**config.mk**
```make
export PLATFORM = sky130hd
export DESIGN_NAME = command
export DESIGN_NICKNAME = d
export VERILOG_FILES = /design/src/logic/cmd_pkg.sv /design/src/logic/vlq_decoder.sv /design/src/logic/cmd_dispatch.sv /design/src/logic/vlq_encoder.sv /design/src/logic/system_unit.sv /design/src/logic/gpio_unit.sv /design/src/logic/command.sv
export VERILOG_INCLUDE_DIRS = /design/src /design/src/logic
export SDC_FILE = /design/constraint.sdc
export NUM_CORES = 1
export LEC_CHECK = 0
export BUFFER_PORTS_ARGS = -buffer_cell sky130_fd_sc_hd__buf_2
export CORE_MARGIN = 2
export CORE_UTILIZATION = 55
export DETAILED_ROUTE_END_ITERATION = 10
export HOLD_SLACK_MARGIN = 0.08
export PLACE_DENSITY = 0.8
export SYNTH_ARGS = -nofsm -noshare
export SYNTH_HDL_FRONTEND = slang
export SYNTH_SLANG_ARGS = --single-unit
```
**constraint.sdc**
```tcl
create_clock -name clk -period 9.1 [get_ports clk]
set_input_delay 1.82 -clock clk [delete_from_list [all_inputs] [get_ports clk]]
set_output_delay 1.82 -clock clk [all_outputs]
set_load 0.05 [all_outputs]
```
**src/logic/cmd_params.svh**
```systemverilog
`ifndef CMD_PARAMS_SVH
`define CMD_PARAMS_SVH

`define CMD_NGPIO 8
`define CMD_VERSION 32'd2100

`define CMD_MAX_ARGS 4 // argument slots held by dispatch
`define CMD_MAX_PARAMS 4 // response words per message

// --------------------
`define CMD_GET_VERSION 5'd0
`define CMD_GET_TIME 5'd2
`define CMD_SET_DIGITAL_OUT 5'd15
`define CMD_SHUTDOWN 5'd19

`define RSP_GET_VERSION 32'd0
`define RSP_GET_TIME 32'd1

`endif

```
**src/logic/cmd_pkg.sv**
```systemverilog
`include "cmd_params.svh"

package cmd_pkg;

	typedef logic [7:0] msg_byte_t;
	typedef logic signed [31:0] arg_word_t;
	typedef logic [4:0] cmd_id_t;
	typedef logic [1:0] arg_idx_t;
	typedef logic [7:0] rsp_len_t;
	typedef logic [`CMD_NGPIO-1:0] gpio_t;

	typedef enum logic [1:0] {unit_none, unit_system, unit_gpio} unit_id_t;

	typedef struct packed {
		unit_id_t unit;
		arg_idx_t nargs;
		logic has_response;
	} cmd_entry_t;

	typedef struct packed {
		logic start; // one cycle on the selected unit
		cmd_id_t cmd;
		arg_word_t arg; // current argument word
	} unit_req_t;

	typedef struct packed {
		logic arg_advance;
		logic param_write;
		logic done;
		arg_word_t param;
	} unit_rsp_t;

	typedef enum logic [2:0] {dec_idle, dec_arg_first, dec_arg_cont, dec_arg_end, dec_hold} dec_state_t;
	typedef enum logic [2:0] {enc_idle, enc_load, enc_trim, enc_send, enc_post} enc_state_t;

	// fixed command table, ids without a unit are consumed and dropped
	function automatic cmd_entry_t cmd_lookup(cmd_id_t id);
		case (id)
			`CMD_GET_VERSION: return '{unit: unit_system, nargs: 2'd0, has_response: 1'b1};
			`CMD_GET_TIME: return '{unit: unit_system, nargs: 2'd0, has_response: 1'b1};
			`CMD_SET_DIGITAL_OUT: return '{unit: unit_gpio, nargs: 2'd2, has_response: 1'b0};
			`CMD_SHUTDOWN: return '{unit: unit_system, nargs: 2'd0, has_response: 1'b0};
			default: return '{unit: unit_none, nargs: 2'd0, has_response: 1'b0};
		endcase
	endfunction

endpackage

```
**src/logic/vlq_decoder.sv**
```systemverilog
`include "cmd_params.svh"

module vlq_decoder
	import cmd_pkg::*;
(
	input logic clk,
	input logic reset,
	input msg_byte_t msg_data,
	input logic msg_ready,
	output logic msg_rd_en,
	input logic dispatch_busy,
	output logic cmd_valid,
	output cmd_id_t cmd_id,
	output logic arg_valid,
	output arg_word_t arg_word,
	output arg_idx_t arg_idx
);

	dec_state_t state;
	cmd_entry_t entry;
	arg_idx_t nargs;
	logic take;

	assign take = msg_ready && !msg_rd_en; // read pulse, then one gap cycle
	// ids above 31 fall outside the table
	assign entry = (msg_data[7:5] == 3'b000) ? cmd_lookup(msg_data[4:0]) : '0;
	assign arg_valid = (state == dec_arg_end);

	always_ff @(posedge clk) begin
		if (reset) begin
			state <= dec_idle;
			msg_rd_en <= 1'b0;
			cmd_valid <= 1'b0;
			cmd_id <= '0;
			nargs <= '0;
			arg_idx <= '0;
		end else begin
			msg_rd_en <= 1'b0;
			cmd_valid <= 1'b0;
			case (state)
				dec_idle: if (take && !dispatch_busy) begin
					msg_rd_en <= 1'b1;
					cmd_id <= msg_data[4:0];
					nargs <= entry.nargs;
					arg_idx <= '0;
					if (entry.nargs == 2'd0) begin
						cmd_valid <= (msg_data[7:5] == 3'b000); // ids above 31 are only consumed
						state <= dec_hold;
					end else begin
						state <= dec_arg_first;
					end
				end
				dec_arg_first, dec_arg_cont: if (take) begin
					msg_rd_en <= 1'b1;
					state <= msg_data[7] ? dec_arg_cont : dec_arg_end; // bit 7 clear ends it
				end
				dec_arg_end: if (arg_idx == nargs - 2'd1) begin
					cmd_valid <= 1'b1;
					state <= dec_hold;
				end else begin
					arg_idx <= arg_idx + 2'd1;
					state <= dec_arg_first;
				end
				dec_hold: if (!cmd_valid && !dispatch_busy)
					state <= dec_idle; // busy only shows a cycle after cmd_valid
				default: state <= dec_idle;
			endcase
		end
	end

	// 7 data bits per byte, 11 in bits 6:5 of the first byte means negative
	always_ff @(posedge clk) begin
		if (state == dec_arg_first && take)
			arg_word <= {{25{msg_data[6] & msg_data[5]}}, msg_data[6:0]};
		else if (state == dec_arg_cont && take)
			arg_word <= {arg_word[24:0], msg_data[6:0]};
	end

	a_rd_needs_data: assert property (@(posedge clk) disable iff (reset)
		msg_rd_en |-> msg_ready);

endmodule

```
**src/logic/cmd_dispatch.sv**
```systemverilog
`include "cmd_params.svh"

module cmd_dispatch
	import cmd_pkg::*;
(
	input logic clk,
	input logic reset,
	input logic cmd_valid,
	input cmd_id_t cmd_id,
	input logic arg_valid,
	input arg_word_t arg_word,
	input arg_idx_t arg_idx,
	output logic dispatch_busy,
	output unit_req_t sys_req,
	output unit_req_t gpio_req,
	input unit_rsp_t sys_rsp,
	input unit_rsp_t gpio_rsp,
	output logic rsp_push,
	output arg_word_t rsp_word,
	output logic rsp_end,
	input logic enc_busy
);

	arg_word_t args [`CMD_MAX_ARGS];
	cmd_entry_t entry;
	cmd_id_t cur_cmd;
	arg_word_t cur_arg;
	arg_idx_t arg_ptr;
	logic busy, running, start, launch;
	logic [$clog2(`CMD_MAX_PARAMS):0] push_cnt;
	unit_rsp_t sel_rsp;

	assign dispatch_busy = busy;
	// a unit with a response waits until the encoder is free
	assign launch = busy && !running && !cmd_valid && entry.unit != unit_none
		&& (!entry.has_response || !enc_busy);

	assign sys_req = '{start: start && entry.unit == unit_system, cmd: cur_cmd, arg: cur_arg};
	assign gpio_req = '{start: start && entry.unit == unit_gpio, cmd: cur_cmd, arg: cur_arg};

	always_comb begin
		case (entry.unit)
			unit_system: sel_rsp = sys_rsp;
			unit_gpio: sel_rsp = gpio_rsp;
			default: sel_rsp = '0;
		endcase
	end

	always_ff @(posedge clk) begin
		if (arg_valid)
			args[arg_idx] <= arg_word;
	end

	// --------------------
	always_ff @(posedge clk) begin
		if (reset) begin
			busy <= 1'b0;
			running <= 1'b0;
			start <= 1'b0;
			rsp_push <= 1'b0;
			rsp_end <= 1'b0;
			push_cnt <= '0;
		end else begin
			start <= launch;
			rsp_push <= running && sel_rsp.param_write && entry.has_response;
			rsp_end <= 1'b0;
			if (cmd_valid)
				busy <= 1'b1;
			else if (busy && !running && entry.unit == unit_none)
				busy <= 1'b0; // no unit, drop it
			if (launch)
				running <= 1'b1;
			if (running && sel_rsp.done) begin
				running <= 1'b0;
				busy <= 1'b0;
				rsp_end <= entry.has_response;
			end
			if (launch)
				push_cnt <= '0;
			else if (rsp_push)
				push_cnt <= push_cnt + 1'b1;
		end
	end

	always_ff @(posedge clk) begin
		rsp_word <= sel_rsp.param;
		if (cmd_valid) begin
			entry <= cmd_lookup(cmd_id);
			cur_cmd <= cmd_id;
			cur_arg <= args[0];
			arg_ptr <= 2'd1;
		end else if (running && sel_rsp.arg_advance) begin
			cur_arg <= args[arg_ptr]; // valid the cycle after the request
			arg_ptr <= arg_ptr + 2'd1;
		end
	end

	a_push_limit: assert property (@(posedge clk) disable iff (reset)
		rsp_push |-> push_cnt < `CMD_MAX_PARAMS);

endmodule

```
**src/logic/vlq_encoder.sv**
```systemverilog
`include "cmd_params.svh"

module vlq_encoder
	import cmd_pkg::*;
(
	input logic clk,
	input logic reset,
	input logic rsp_push,
	input arg_word_t rsp_word,
	input logic rsp_end,
	output logic enc_busy,
	output msg_byte_t send_ring_data,
	output logic send_ring_wr_en,
	input logic send_ring_full,
	output rsp_len_t send_fifo_data,
	output logic send_fifo_wr_en,
	input logic send_fifo_full
);

	localparam int PW = $clog2(`CMD_MAX_PARAMS);

	enc_state_t state;
	arg_word_t words [`CMD_MAX_PARAMS];
	logic [PW:0] wr_ptr, rd_ptr; // extra bit tells full from empty
	logic ended, raw, can_trim;
	logic [34:0] sh; // word sign-extended to five 7-bit groups
	logic [2:0] cnt; // groups left
	rsp_len_t len;
	arg_word_t cur;

	assign cur = words[rd_ptr[PW-1:0]];
	assign can_trim = cnt != 3'd1 && (sh[34:26] == 9'h1ff || sh[34:26] < 9'd3);

	assign send_ring_wr_en = (state == enc_send) && !send_ring_full;
	assign send_ring_data = raw ? sh[7:0] : {cnt != 3'd1, sh[34:28]};
	assign send_fifo_wr_en = (state == enc_post) && !send_fifo_full;
	assign send_fifo_data = len;

	always_ff @(posedge clk) begin
		if (rsp_push)
			words[wr_ptr[PW-1:0]] <= rsp_word;
	end

	always_ff @(posedge clk) begin
		if (reset) begin
			state <= enc_idle;
			wr_ptr <= '0;
			rd_ptr <= '0;
			ended <= 1'b0;
			enc_busy <= 1'b0;
			raw <= 1'b0;
			cnt <= '0;
			len <= '0;
		end else begin
			if (rsp_push) begin
				wr_ptr <= wr_ptr + 1'b1;
				enc_busy <= 1'b1;
			end
			if (rsp_end)
				ended <= 1'b1;
			case (state)
				enc_idle: if (wr_ptr != rd_ptr)
					state <= enc_load;
				else if (ended)
					state <= enc_post;
				enc_load: begin
					raw <= (len == 8'd0); // the response id goes out as one plain byte
					cnt <= (len == 8'd0) ? 3'd1 : 3'd5;
					state <= (len == 8'd0) ? enc_send : enc_trim;
				end
				enc_trim: if (can_trim)
					cnt <= cnt - 3'd1;
				else
					state <= enc_send;
				enc_send: if (!send_ring_full) begin
					len <= len + 8'd1;
					cnt <= cnt - 3'd1;
					if (cnt == 3'd1) begin
						rd_ptr <= rd_ptr + 1'b1;
						state <= enc_idle;
					end
				end
				enc_post: if (!send_fifo_full) begin
					wr_ptr <= '0;
					rd_ptr <= '0;
					ended <= 1'b0;
					enc_busy <= 1'b0;
					len <= '0;
					state <= enc_idle;
				end
				default: state <= enc_idle;
			endcase
		end
	end

	always_ff @(posedge clk) begin
		case (state)
			enc_load: sh <= (len == 8'd0) ? {27'b0, cur[7:0]} : {{3{cur[31]}}, cur};
			enc_trim: if (can_trim) sh <= {sh[27:0], 7'b0};
			enc_send: if (!send_ring_full) sh <= {sh[27:0], 7'b0};
			default: ;
		endcase
	end

	// a full ring stalls the byte in flight without dropping it
	a_ring_stall: assert property (@(posedge clk) disable iff (reset)
		(state == enc_send && send_ring_full) |=> $stable(send_ring_data));

endmodule

```
**src/logic/system_unit.sv**
```systemverilog
`include "cmd_params.svh"

module system_unit
	import cmd_pkg::*;
(
	input logic clk,
	input logic reset,
	input unit_req_t req,
	output unit_rsp_t rsp,
	input arg_word_t systime,
	output logic shutdown
);

	logic param_write, done, second;
	arg_word_t param, value;

	assign rsp = '{arg_advance: 1'b0, param_write: param_write, done: done, param: param};

	always_ff @(posedge clk) begin
		if (reset) begin
			param_write <= 1'b0;
			done <= 1'b0;
			second <= 1'b0;
			shutdown <= 1'b0;
		end else begin
			param_write <= 1'b0;
			done <= 1'b0;
			second <= 1'b0;
			if (second) begin
				param_write <= 1'b1; // value word ends the command
				done <= 1'b1;
			end else if (req.start) begin
				case (req.cmd)
					`CMD_GET_VERSION, `CMD_GET_TIME: begin
						param_write <= 1'b1;
						second <= 1'b1;
					end
					`CMD_SHUTDOWN: begin
						shutdown <= 1'b1; // held until reset
						done <= 1'b1;
					end
					default: done <= 1'b1;
				endcase
			end
		end
	end

	always_ff @(posedge clk) begin
		if (second) begin
			param <= value;
		end else if (req.start) begin
			param <= (req.cmd == `CMD_GET_TIME) ? `RSP_GET_TIME : `RSP_GET_VERSION;
			value <= (req.cmd == `CMD_GET_TIME) ? systime : `CMD_VERSION; // time taken at start
		end
	end

endmodule

```
**src/logic/gpio_unit.sv**
```systemverilog
`include "cmd_params.svh"

module gpio_unit
	import cmd_pkg::*;
(
	input logic clk,
	input logic reset,
	input unit_req_t req,
	output unit_rsp_t rsp,
	input logic shutdown,
	output gpio_t gpio
);

	localparam int CW = $clog2(`CMD_NGPIO);

	logic take_chan, pending, apply;
	logic [CW-1:0] chan;

	assign take_chan = req.start && req.cmd == `CMD_SET_DIGITAL_OUT;
	// channel arrives with start, value is asked for right away
	assign rsp = '{arg_advance: take_chan, param_write: 1'b0, done: pending, param: '0};

	always_ff @(posedge clk) begin
		if (reset) begin
			pending <= 1'b0;
			apply <= 1'b0;
			gpio <= '0;
		end else begin
			pending <= req.start;
			apply <= take_chan && !req.arg[31] && req.arg < `CMD_NGPIO; // out of range is ignored
			if (shutdown)
				gpio <= '0;
			else if (pending && apply)
				gpio[chan] <= req.arg[0];
		end
	end

	always_ff @(posedge clk) begin
		if (take_chan)
			chan <= req.arg[CW-1:0];
	end

	// shutdown latch holds and the outputs stay low until reset
	a_shutdown_low: assert property (@(posedge clk) disable iff (reset)
		shutdown |=> shutdown && gpio == '0);

endmodule

```
**src/logic/command.sv**
```systemverilog
`include "cmd_params.svh"

module command
	import cmd_pkg::*;
(
	input logic clk,
	input logic reset,
	input msg_byte_t msg_data,
	input logic msg_ready,
	input logic send_ring_full,
	input logic send_fifo_full,
	output logic msg_rd_en,
	output logic send_ring_wr_en,
	output logic send_fifo_wr_en,
	output msg_byte_t send_ring_data,
	output rsp_len_t send_fifo_data,
	input arg_word_t systime,
	output gpio_t gpio
);

	// --------------------
	logic cmd_valid, arg_valid, dispatch_busy;
	cmd_id_t cmd_id;
	arg_word_t arg_word;
	arg_idx_t arg_idx;
	unit_req_t sys_req, gpio_req;
	unit_rsp_t sys_rsp, gpio_rsp;
	logic rsp_push, rsp_end, enc_busy;
	arg_word_t rsp_word;
	logic shutdown;

	vlq_decoder u_decoder (
		.clk(clk), .reset(reset),
		.msg_data(msg_data), .msg_ready(msg_ready), .msg_rd_en(msg_rd_en),
		.dispatch_busy(dispatch_busy),
		.cmd_valid(cmd_valid), .cmd_id(cmd_id),
		.arg_valid(arg_valid), .arg_word(arg_word), .arg_idx(arg_idx)
	);

	cmd_dispatch u_dispatch (
		.clk(clk), .reset(reset),
		.cmd_valid(cmd_valid), .cmd_id(cmd_id),
		.arg_valid(arg_valid), .arg_word(arg_word), .arg_idx(arg_idx),
		.dispatch_busy(dispatch_busy),
		.sys_req(sys_req), .gpio_req(gpio_req), .sys_rsp(sys_rsp), .gpio_rsp(gpio_rsp),
		.rsp_push(rsp_push), .rsp_word(rsp_word), .rsp_end(rsp_end), .enc_busy(enc_busy)
	);

	vlq_encoder u_encoder (
		.clk(clk), .reset(reset),
		.rsp_push(rsp_push), .rsp_word(rsp_word), .rsp_end(rsp_end), .enc_busy(enc_busy),
		.send_ring_data(send_ring_data), .send_ring_wr_en(send_ring_wr_en),
		.send_ring_full(send_ring_full),
		.send_fifo_data(send_fifo_data), .send_fifo_wr_en(send_fifo_wr_en),
		.send_fifo_full(send_fifo_full)
	);

	system_unit u_system (
		.clk(clk), .reset(reset), .req(sys_req), .rsp(sys_rsp),
		.systime(systime), .shutdown(shutdown)
	);

	gpio_unit u_gpio (
		.clk(clk), .reset(reset), .req(gpio_req), .rsp(gpio_rsp),
		.shutdown(shutdown), .gpio(gpio)
	);

endmodule

```
======== Word level (Yosys, flattened, before mapping) ========
Memories as Yosys holds them, arrays and structs flattened. A register that Yosys moved wholly into a read port is not among the register bits.
Index checks and enable logic that the tools add are counted.
W data, S select, Z words.
storage, ports and cells
  memories kept ........................... 2
  memory bits (writable) .................. 256
  flip-flop bits (word level) ............. 264
  logic and storage cells ................. 235
  input port bits ......................... 45
  output and inout bits ................... 27
memories
  memory           words  width  rd ports  clocked after memory_dff  write ports  line                RTL
  u_dispatch.args  4      32     2         1                         1            cmd_dispatch.sv:24  arg_word_t args [`CMD_MAX_ARGS];
  u_encoder.words  4      32     1         1                         1            vlq_encoder.sv:23   arg_word_t words [`CMD_MAX_PARAMS];
operators by class
  reductions and logical operators ........ 69
  $lt $le $gt $ge ......................... 4
  add/sub/neg operators ................... 7
  mux-type cells .......................... 79
  bitwise gates (word level) .............. 3
  equality and inequality tests ........... 34
operators with widths
  operator               count
  $mux W32               6
  $mux W35               3
  $pmux W35 S3           1
  $pmux W35 S2           1
  $mux W3                20
  $lt A32 B5 Y1 const B  1
  $mux W1                27
  $logic_and A1 B1 Y1    24
  $mux W8                3
  $pmux W3 S3            2
  $pmux W8 S2            1
  $reduce_or A2 Y1       8
  $eq A5 B2 Y1 const B   3
  $eq A5 B4 Y1 const B   3
  $eq A5 B5 Y1 const B   3
  $logic_not A5 Y1       3
  $pmux W3 S5            1
  $pmux W5 S3            1
  $reduce_and A3 Y1      5
  $reduce_bool A2 Y1     7
  $eq A3 B2 Y1 const B   4
  $mux W2                6
  $pmux W3 S4            1
  $ne A2 B2 Y1 const B   5
  other kinds (33)       57

======== Longest topological paths before layout ========
Gate-level depths: netlist of the first run.
  depth after elaboration ................. 8
  gate-level depth with buffers ........... 7
  mapped depth without buffers ............ 6

======== By module ========
Synthesis of the first run repeated with hierarchy kept, for this count alone.
second synthesis, totals
  cells, all modules ...................... 1379
  area total of the unflattened synthesis .. 21036.4 um^2
by module, submodules not included
  module        seq. area each (um^2)  times used  area an instance (um^2)  cells an instance
  cmd_dispatch  5865.6                 1           8191.6                   512
  vlq_encoder   5395.2                 1           7395.8                   414
  system_unit   2001.9                 1           2711.4                   190
  vlq_decoder   1221.2                 1           1855.5                   160
  gpio_unit     290.3                  1           882.1                    103

======== Least setup slack after synthesis of the first run ========
OpenSTA, ideal clock, no wires.
  path type ............................... input to register
  from .................................... input msg_ready
  to ...................................... register u_decoder.arg_word[0], enable pin
  path buffers ............................ 2
  stages on the path ...................... 4
  setup slack ............................. 4.089 ns
  required time ........................... 8.639 ns
  setup time .............................. 0.461 ns
  data arrival time ....................... 4.550 ns
  cells stage by stage .................... nand2b_1 > clkbuf_1 > clkbuf_1 > nor3_1
on the way
  word-level cells in the longest chain between the ends .. 3
  elaborated cells on any way between the ends .. 4
  classes of those cells .................. reduce/logical (4)
ends and longest elaborated chain
  element                                 line                                  RTL
  start, declared                         command.sv:9                          input logic msg_ready,
  $logic_and A1 B1 Y1 *                   vlq_decoder.sv:24                     assign take = msg_ready && !msg_rd_en;
  $logic_and A1 B1 Y1 (on tied branches)  vlq_decoder.sv:75, vlq_decoder.sv:73
  $reduce_bool A2 Y1 (no source line) *   --
  end signal, assigned                    vlq_decoder.sv:74                     arg_word <= {{25{msg_data[6] & msg_data[5]}}, msg_data[6:0]};
  end signal, assigned                    vlq_decoder.sv:76                     arg_word <= {arg_word[24:0], msg_data[6:0]};
  end, declared                           vlq_decoder.sv:15                     output arg_word_t arg_word,
Every way passes the cells marked *; elsewhere a longest branch is shown, timed or not.
A chain may end at the register's enable or synchronous reset.

======== Worst setup path in the final report of the first run ========
  from .................................... input send_ring_full
  to ...................................... output send_ring_wr_en
on the way
  word-level cells in the longest chain between the ends .. 2
ends and longest elaborated chain
  element              line               RTL
  start, declared      command.sv:10      input logic send_ring_full,
  $logic_not A1 Y1     vlq_encoder.sv:34  assign send_ring_wr_en = (state == enc_send) && !send_ring_full;
  $logic_and A1 B1 Y1  vlq_encoder.sv:34
  end, declared        command.sv:13      output logic send_ring_wr_en,
Every way passes these cells.

==> summary.md, run 1 <==
| Metric | Value |
|---|---|
| CTS tree | `built` |
| Primary FF master, synth | `edfxtp_1` |
| Vias in the first global route | `10.5k` |
| Pre-CTS WS | `3.96 ns` |
| IO Pins | `72` |
| Critical Path Sink | `send_ring_wr_en` |
| Total power draw | `5.34 mW` |
| Clock slew seen by the registers of the worst setup and hold paths | `0.06 ns` |
| Total gr overflow | `0` |
| Post-synthesis cell count | `1244` |
| H-tree levels | `2` |
| Max-slew violation count | `0` |
| Nets | `1377` |
| TritonCTS buffer count | `50` |
| Design area | `22300 um2` |
| Async SR Flop Fraction | `0` |
| Number of synthesized flops with an enable pin | `430` |
| Post-CTS Setup Repair Bufs | `0` |
| Port bufs | `71` |
| Synth cell types | `63` |
| Worst skew pair latency | `0.59 ns` |
| Root Buffer | `clkbuf_16` |
| Bufs on Longest Clock Path | `3` |
| Crit path max fanout | `9` |
| Critical Path RT | `7.28 ns` |
| Proportion of layout cells with a drive suffix above 1 | `0.187` |
| Post-layout min period | `5.22 ns` |
| Drt wl/cell | `20.6 um` |
| Post-synthesis simple-gate area fraction | `0.0898` |
| Setup Skew | `0.0216 ns` |
| Via count | `10.6k` |
| Post_cts resized | `0` |
| Worst slew margin | `0.167` |
| Initial Util | `0.557` |
| Compound-gate portion of the synthesized area | `0.0591` |
| Worst Setup SP | `send_ring_full` |
| Status | `finished, final reports clean` |
| Crit share post-route | `0.574` |
| Global-route wire length before repair | `58200 um` |
| Antenna violations before repair | `1` |
| Worst R2R Path Depth | `5` |
| Worst IR Drop VDD | `0.304 mV` |
| Reg-to-Reg Start | `u_dispatch.entry[3]$_SDFFCE_PN0P_` |
| Static Leak | `7.92 nW` |
| Synthesized flop and latch total | `523` |
| Hold Path Class | `flop to flop` |
| Max-Cap Viols | `0` |
| F_max | `192 MHz` |
| Die height | `193 um` |
| Worst reg2reg path endpoint | `u_dispatch.cur_arg[30]$_DFFE_PP_` |
| Largest net degree at the start of global routing | `37` |
| Die area | `37400 um2` |
| Critical path arrival | `3.40 ns` |
| Layout area overhead | `13.0%` |
| Setup TNS | `0 ns` |
| Mapped Area | `19700 um2` |
| Mean area per synthesized cell | `15.9 um2` |
| Seq/Total Area, Yosys | `0.749` |
| Xor/xnor share of the synthesized area | `0.00755` |
| Floorplan row count | `69` |
| Post-route ant nets | `0` |
| Die width | `193 um` |
| Cell Area, Placed | `20600 um2` |
| Critical Path Source Type | `input port` |
| Final hold violation count | `0` |
| Post-layout util | `0.629` |
| Hold bufs inserted after CTS | `0` |
| Iteration-0 DRC Markers | `1012` |
| Critical setup path kind | `input port to output port` |
| DP HPWL | `21300 um` |
| Routed WL | `37400 um` |
| Core footprint | `35400 um2` |
| Synth Net Count | `1305` |
| Worst reg-to-reg setup slack | `6.20 ns` |
| Final setup vio count | `0` |
| DRC | `0` |
| Post-route setup slack | `3.88 ns` |
| RSZ-0062 raised after global routing | `no` |
| GRT Total Usage | `0.199` |
| Largest family of logic cells by synthesized area | `simple AND/OR/NAND/NOR gates` |
| Multiplexer area fraction after synthesis | `0.0656` |
| PwrDens | `240 nW/um2` |
| Adder-cell share of the synthesized area | `0.0102` |
| CTS sink cnt | `523` |
| Gp weighted congestion | `0.781` |
| Total of warnings raised by yosys | `0` |
| Vias/cell | `5.86` |
| Worst Max-Slew Pin Slew | `1.23 ns` |
| DR pass1 iterations | `7` |
| Critical Path End Type | `output port` |
==> synth_stat cells, types with 10 or more instances <==
cell      count  area [um2]
mux4_2       32         721
edfxtp_1    430       12900
a22o_1       23         201
nor4_1       14        87.6
nand2_1      76         285
a21oi_1      21         105
dfxtp_1      93        1860
nand2b_1     15        93.8
and3_1       64         400
o21ai_1      10        50.1
mux2_2       41         462
inv_1        17        63.8
xor2_1       12         105
mux2i_1      10         100
nor3_1       16        80.1
ha_1         16         200
nor2_1       57         214
a22oi_1      32         240
and2_1       49         307
clkbuf_1     62         233
o21ai_0      59         295
==> routing by layer <==
layer  global-route usage  routed length [um]  share of wire
met1                0.281               15900           0.42
met2                0.320               18100           0.48
met3               0.0373                2710          0.072
met4               0.0548                 755          0.020
met5                    0                   0              0
==> registers in the layout, summed over array words and instances, names as in the netlist, 2 cells and up, named ones only <==
signal / count
u_dispatch.cur_arg: 32
u_decoder.state: 3
u_encoder.state: 3
u_encoder.rd_ptr: 3
u_dispatch.arg_ptr: 2
u_decoder.arg_word: 32
u_dispatch.entry: 3
u_decoder.arg_idx: 2
u_dispatch.args: 128
u_system.param: 32
u_encoder.sh: 35
u_gpio.chan: 3
u_decoder.cmd_id: 5
u_encoder.send_fifo_data: 8
u_dispatch.cur_cmd: 5
u_dispatch.rsp_word: 32
u_encoder.cnt: 3
u_encoder.words: 128
u_encoder.wr_ptr: 3
u_system.value: 32
u_gpio.gpio: 8
==> per-stage QoR <==
stage	cells	hold slack (ns)
6_report	1818	0.441
3_5_place_dp	1725	0.427
4_1_cts	1817	0.444
5_1_grt	1818	0.444
2_1_floorplan	1244	0.400
3_3_place_gp	1725	0.433
==> where the power goes <==
part	internal (mW)	switching [mW]	total [mW]
Clock	1.29	0.853	2.15
Combinational	0.140	0.276	0.417
Sequential	2.70	0.0773	2.78
==> cells by family (layout without fill, tap and decap cells) <==
family	Yosys count	in the layout
buf+inv	91	203
mux	84	84
flops	523	523
xor+xnor	17	17
other cells	0	1
compound gates	179	179
fa+ha+maj	16	16
simple gates	334	334
==> critical path, stage by stage <==
cell,delay (ns)
buf_2,0.13
nor4bb_1,1.02
buf_2,0.43
==> cell usage in the layout, fill, tap and decap left out, types with 41 or more instances in the layout <==
cell type	instances
and2_1	49
and3_1	64
buf_2	71
clkbuf_16	50
dfxtp_1	92
edfxtp_1	430
mux2_2	41
nand2_1	76
nor2_1	56
o21ai_0	59
==> worst min path at each step <==
stage,startpoint,endpoint,slack (ns),depth (start not counted)
after global placement,u_dispatch.rsp_end$_SDFF_PP0_,u_encoder.ended$_SDFF_PP0_,0.43,2
after detailed placement,u_dispatch.cur_arg[2]$_DFFE_PP_,u_gpio.chan[2]$_DFFE_PN_,0.43,0
final,u_dispatch.cur_arg[2]$_DFFE_PP_,u_gpio.chan[2]$_DFFE_PN_,0.44,0
after CTS,u_dispatch.cur_arg[2]$_DFFE_PP_,u_gpio.chan[2]$_DFFE_PN_,0.44,0
after global routing,u_dispatch.cur_arg[2]$_DFFE_PP_,u_gpio.chan[2]$_DFFE_PN_,0.44,0
after floorplan,u_dispatch.cur_arg[1]$_DFFE_PP_,u_gpio.chan[1]$_DFFE_PN_,0.40,0
==> layout make-up <==
class,count,area (um2)
Inverter,17,63.8
Sequential cell,523,14800
Multi-Input combinational cell,630,4610
Antenna cell,1,2.50
Tap cell,461,577
Clock buffer,76,1440
Fill cell,2411,13100
Timing Repair Buffer,94,528
Clock inverter,16,280
(Power assumes the default switching activity.)
==> run 2, diff against run 1 <==
==> constraint.sdc (replaced) <==
create_clock -name clk -period 5 [get_ports clk]
set_input_delay 1 -clock clk [delete_from_list [all_inputs] [get_ports clk]]
set_output_delay 1 -clock clk [all_outputs]
set_load 0.05 [all_outputs]
==> summary.md, run 2 (synthesized netlist as in run 1, its figures left out) <==
| Metric | Value |
|---|---|
| Post_cts resized | `0 (unchanged)` |
| Critical setup path kind | `flop to output port` |
| Antenna cells | `0 (-1)` |
| Crit share post-route | `0.623` |
| Fillcell total | `2466 (+2.3%)` |
| Worst skew pair latency | `0.59 ns (about the same)` |
| CTS tree | `built` |
| Max-Cap Viols | `0 (unchanged)` |
| Hold Path Class | `flop to flop` |
| Root Buffer | `clkbuf_16` |
| Static Leak | `7.90 nW (-0.29%)` |
| Die area | `37400 um2 (unchanged)` |
| DR pass1 iterations | `5 (-2)` |
| Floorplan row count | `69 (unchanged)` |
| Vias in the first global route | `10.6k (+0.96%)` |
| Nets | `1376 (-0.073%)` |
| IO Pins | `72 (unchanged)` |
| Slowest stage cell on the critical path | `dfxtp_1` |
| Crit path max fanout | `12 (+3)` |
| Core footprint | `35400 um2 (unchanged)` |
| Total gr overflow | `0 (unchanged)` |
| F_max | `321 MHz` |
| Iteration-0 DRC Markers | `971 (-4.1%)` |
| Die width | `193 um (unchanged)` |
| Max incr delay on CP | `0.52 ns (-0.50 ns)` |
| CP dominant cell by count | `buf_2` |
| Post-route setup slack | `1.89 ns (-1.99 ns)` |
| Post-CTS Setup Repair Bufs | `0 (unchanged)` |
| Proportion of layout cells with a drive suffix above 1 | `0.191 (+0.00383)` |
| Global-route wire length before repair | `58400 um (+0.38%)` |
| CP delay by family, top | `buffers and inverters` |
| Initial Util | `0.557 (unchanged)` |
| DRC | `0 (unchanged)` |
| H-tree levels | `2 (unchanged)` |
| RSZ-0062 raised after global routing | `no` |
| Worst IR Drop VDD | `0.540 mV (+77%)` |
| Commonest non-fill, non-tap cell in the layout | `edfxtp_1` |
| CTS sink cnt | `523 (unchanged)` |
| Area occupied by multi-input gates | `4610 um2 (-0.16%)` |
| Setup Skew | `0.0154 ns (-0.00619 ns)` |
| Setup TNS | `0 ns (unchanged)` |
| CP cell instances | `nor4bb_1, buf_2, buf_2` |
| Critical path arrival | `2.11 ns (-1.29 ns)` |
| Post-layout min period | `3.11 ns` |
| Placed Cells | `1723 (-0.12%)` |
| Bufs and invs on worst path | `2 (unchanged)` |
| Routed WL | `37300 um (-0.48%)` |
| Critical Path RT | `4.00 ns (-3.28 ns)` |
| Fin cells | `1816 (-0.11%)` |
| Gp weighted congestion | `0.819 (+4.9%)` |
| Critical Path End Type | `output port` |
| DP HPWL | `21500 um (+0.86%)` |
| Max-slew violation count | `0 (unchanged)` |
| Final setup vio count | `0 (unchanged)` |
| Seq. cell area | `14800 um2 (unchanged)` |
| Largest net degree at the start of global routing | `39 (+5.4%)` |
| Status | `finished, final reports clean` |
| Pre-CTS WS | `1.44 ns (-2.52 ns)` |
| Drt wl/cell | `20.5 um (-0.37%)` |
| Total power draw | `9.59 mW (+80%)` |
| PwrDens | `432 nW/um2 (+80%)` |
| Critical Path Source Type | `flop` |
| Die height | `193 um (unchanged)` |
| Final hold violation count | `0 (unchanged)` |
| Antenna violations before repair | `0 (-1)` |
| Commonest non-fill, non-tap cells in the layout | `edfxtp_1 (430), dfxtp_1 (92), nand2_1 (76), buf_2 (72), and3_1 (64)` |
| Vias/cell | `5.83 (-0.38%)` |
| Port bufs | `71 (unchanged)` |
| Worst slew margin | `0.239 (+0.0728)` |
| GRT Total Usage | `0.201 (+0.00210)` |
| Bufs on Longest Clock Path | `3 (unchanged)` |
| Hold bufs inserted after CTS | `0 (unchanged)` |
| Post-route ant nets | `0 (unchanged)` |
| Via count | `10.6k (-0.49%)` |
| Layout area overhead | `12.6%` |
| Clock slew seen by the registers of the worst setup and hold paths | `0.06 ns (about the same)` |
| TritonCTS buffer count | `50 (unchanged)` |
| Worst Max-Slew Pin Slew | `1.14 ns (-0.0937 ns)` |
[run 2: power by group]
group	internal [mW]	leakage (nW)	total, mW	switching [mW]
Clock	2.20	0.815	3.77	1.57
Sequential	4.92	4.76	5.06	0.140
Combinational	0.256	2.33	0.757	0.502
Total	7.38	7.90	9.59	2.21
[run 2: metal layers]
metal | global-route usage | share of wire | up-vias
met5 | 0 | 0 | -
met4 | 0.0769 | 0.030 | 0
met3 | 0.0420 | 0.067 | 82
met2 | 0.328 | 0.48 | 390
met1 | 0.268 | 0.42 | 5255
li1 | - | - | 4867
[run 2: worst paths after layout]
kind	startpoint	to	slack, ns	cells after the start
max	u_encoder.state[0]$_SDFFE_PP0P_	send_ring_wr_en	1.89	3
max reg2reg	u_dispatch.entry[4]$_SDFFCE_PN0P_	u_system.param[0]$_DFFE_PP_	2.18	4
min reg2reg	u_dispatch.cur_arg[2]$_DFFE_PP_	u_gpio.chan[2]$_DFFE_PN_	0.44	0
min	u_dispatch.cur_arg[2]$_DFFE_PP_	u_gpio.chan[2]$_DFFE_PN_	0.44	0
[run 2: layout make-up]
class                      instances  area share
clock buffer                      71      0.0642
clock inverter                    21      0.0106
inverter                          17     0.00287
multi-input combinational        630       0.207
sequential                       523       0.666
tap                              461      0.0260
timing repair buffer              93      0.0233
[run 2: stage by stage]
step	hold WS, ns	util	cell area (um2)
after floorplan	0.400	-	19700
after global placement	0.404	0.580	20500
after detailed placement	0.408	0.580	20500
after CTS	0.456	0.627	22200
after global routing	0.466	0.627	22200
final	0.445	0.627	22200
==> run 3, diff against run 2 <==
==> constraint.sdc (replaced) <==
create_clock -name clk -period 2.9 [get_ports clk]
set_input_delay 0.58 -clock clk [delete_from_list [all_inputs] [get_ports clk]]
set_output_delay 0.58 -clock clk [all_outputs]
set_load 0.05 [all_outputs]
==> summary.md, run 3 (synthesized netlist as in run 1, its figures left out) <==
| Metric | Value |
|---|---|
| Critical Path End Type | `output port` |
| Status | `finished, final reports clean` |
| Vias in the first global route | `10.9k (+3.6%)` |
| DRC | `0 (unchanged)` |
| Critical Path Source Type | `flop` |
| Worst Max-Slew Pin Slew | `0.839 ns (-0.301 ns)` |
| Post-route ant nets | `0 (unchanged)` |
| Hold path cells | `1 (+1)` |
| Worst skew pair latency | `0.56 ns (-0.03 ns)` |
| Port bufs | `71 (unchanged)` |
| Iteration-0 DRC Markers | `1075 (+11%)` |
| Total gr overflow | `0 (unchanged)` |
| Die width | `193 um (unchanged)` |
| Cell Area, Placed | `20700 um2 (+0.90%)` |
| Static Leak | `8.02 nW (+1.5%)` |
| Commonest non-fill, non-tap cells in the layout | `edfxtp_1 (430), dfxtp_1 (92), nand2_1 (76), buf_2 (71), and3_1 (64)` |
| Setup TNS | `0 ns (unchanged)` |
| Die area | `37400 um2 (unchanged)` |
| Hold bufs inserted after CTS | `0 (unchanged)` |
| Total power draw | `16.9 mW (+76%)` |
| Clock Power Share | `0.403 (+0.009)` |
| CTS sink cnt | `523 (unchanged)` |
| Routed WL | `39800 um (+6.8%)` |
| Cell internal pwr | `13.0 mW (+77%)` |
| Crit share post-route | `0.862` |
| Via count | `10.9k (+2.9%)` |
| Gp weighted congestion | `0.776 (-5.3%)` |
| Global-route wire length before repair | `61600 um (+5.6%)` |
| Design area | `22400 um2 (+1.1%)` |
| Fillcell total | `2405 (-2.5%)` |
| Proportion of layout cells with a drive suffix above 1 | `0.199 (+0.00769)` |
| Bufs on Longest Clock Path | `3 (unchanged)` |
| Worst R2R Path Depth | `7 (+3)` |
| Hold Path Class | `input port to flop` |
| GRT Total Usage | `0.212 (+0.0111)` |
| Crit path max fanout | `12 (unchanged)` |
| Worst IR Drop VDD | `0.643 mV (+19%)` |
| RSZ-0062 raised after global routing | `no` |
| Max incr delay on CP | `0.55 ns (+0.03 ns)` |
| Critical Path RT | `2.32 ns (-1.68 ns)` |
| Vias/cell | `5.94 (+1.9%)` |
| Final setup vio count | `0 (unchanged)` |
| TritonCTS buffer count | `49 (-2.0%)` |
| Comb power frac | `0.079 (about the same)` |
| Net Sw Frac | `0.226 (-0.00441)` |
| Layout area overhead | `13.8%` |
| F_max | `400 MHz` |
| Post_cts resized | `0 (unchanged)` |
| Post-layout util | `0.634 (+0.00696)` |
| Post-layout min period | `2.50 ns` |
| DP HPWL | `22900 um (+6.5%)` |
| Post-route setup slack | `0.399 ns (-1.49 ns)` |
| Max-slew violation count | `0 (unchanged)` |
| Root Buffer | `clkbuf_16` |
| Initial Util | `0.557 (unchanged)` |
| Nets | `1393 (+1.2%)` |
| Critical path arrival | `1.92 ns (-0.19 ns)` |
| Largest net degree at the start of global routing | `37 (-5.1%)` |
| Worst slew margin | `0.433 (+0.193)` |
| Antenna cells | `0 (unchanged)` |
| Setup Skew | `0.0163 ns (+0.000947 ns)` |
| CTS tree | `built` |
| Floorplan row count | `69 (unchanged)` |
| Post-CTS Setup Repair Bufs | `0 (unchanged)` |
| Antenna violations before repair | `1 (+1)` |
| Die height | `193 um (unchanged)` |
| IO Pins | `72 (unchanged)` |
| H-tree levels | `2 (unchanged)` |
| Pre-CTS WS | `0.578 ns (-0.863 ns)` |
| Slowest stage cell on the critical path | `dfxtp_1` |
| Commonest non-fill, non-tap cell in the layout | `edfxtp_1` |
| Sequential share of power | `0.518 (-0.009)` |
| Final hold violation count | `0 (unchanged)` |
| Core footprint | `35400 um2 (unchanged)` |
| PwrDens | `751 nW/um2 (+74%)` |
| Drt wl/cell | `21.7 um (+5.8%)` |
| Critical setup path kind | `flop to output port` |
| Clock slew seen by the registers of the worst setup and hold paths | `0.06 ns (about the same)` |
| CP cell instances | `nor4bb_1, buf_4, buf_2` |
| DR pass1 iterations | `5 (unchanged)` |
| Max-Cap Viols | `0 (unchanged)` |
| Psw | `3.82 mW (+73%)` |
## run 3: changes by cell type in the layout (fill, tap and decap cells not counted), sizes merged
| cell | previous run | this run |
|---|---|---|
| clkinv | 13 | 10 |
| clkbuf | 71 | 68 |
| clkinvlp | 2 | 3 |
| buf | 93 | 111 |
| bufinv | 4 | 9 |
## run 3: per-stage QoR
stage | cells | hold slack (ns)
2_1_floorplan | 1244 | 0.400
3_3_place_gp | 1742 | 0.410
3_5_place_dp | 1742 | 0.414
4_1_cts | 1834 | 0.198
5_1_grt | 1834 | 0.217
6_report | 1834 | 0.223
## run 3: final timing paths
check	from	to	slack [ns]
setup / recovery	u_encoder.state[0]$_SDFFE_PP0P_	send_ring_wr_en	0.40
hold reg to reg	u_dispatch.cur_arg[1]$_DFFE_PP_	u_gpio.chan[1]$_DFFE_PN_	0.43
hold / removal	msg_data[5]	u_decoder.arg_word[5]$_DFFE_PP_	0.22
setup reg to reg	u_encoder.cnt[1]$_SDFFE_PP0P_	u_encoder.sh[7]$_DFFE_PP_	0.54
## run 3: cell type report
type                            count  area [um2]  area share
Clock buffer                       68        1370      0.0610
Clock inverter                     24         357      0.0159
Inverter                           17        63.8     0.00284
Multi-Input combinational cell    630        4610       0.205
Sequential cell                   523       14800       0.658
Tap cell                          461         577      0.0257
Timing Repair Buffer              111         693      0.0309
## run 3: routing by layer
layer / up-vias / part of all wire / track usage
li1: 4904 / - / -
met1: 5460 / 0.41 / 0.284
met2: 461 / 0.48 / 0.344
met3: 73 / 0.080 / 0.0495
met4: 0 / 0.024 / 0.0729
met5: - / 0 / 0
## run 3: worst max-delay path, delay by kind of cell (launching register included)
kind / cells / cell delay (ns)
buf+inv: 2 / 0.48
flops: 1 / 0.55
simple gates: 1 / 0.34
## run 3: power by group through the flow
stage                     sequential [mW]  clock, mW  combinational [mW]
after global placement               8.85          0                1.28
after floorplan                      8.74          0                1.03
after detailed placement             8.87          0                1.31
final                                8.73       6.80                1.33
after CTS                            8.72       6.89                1.34
after global routing                 8.76       7.16                1.43
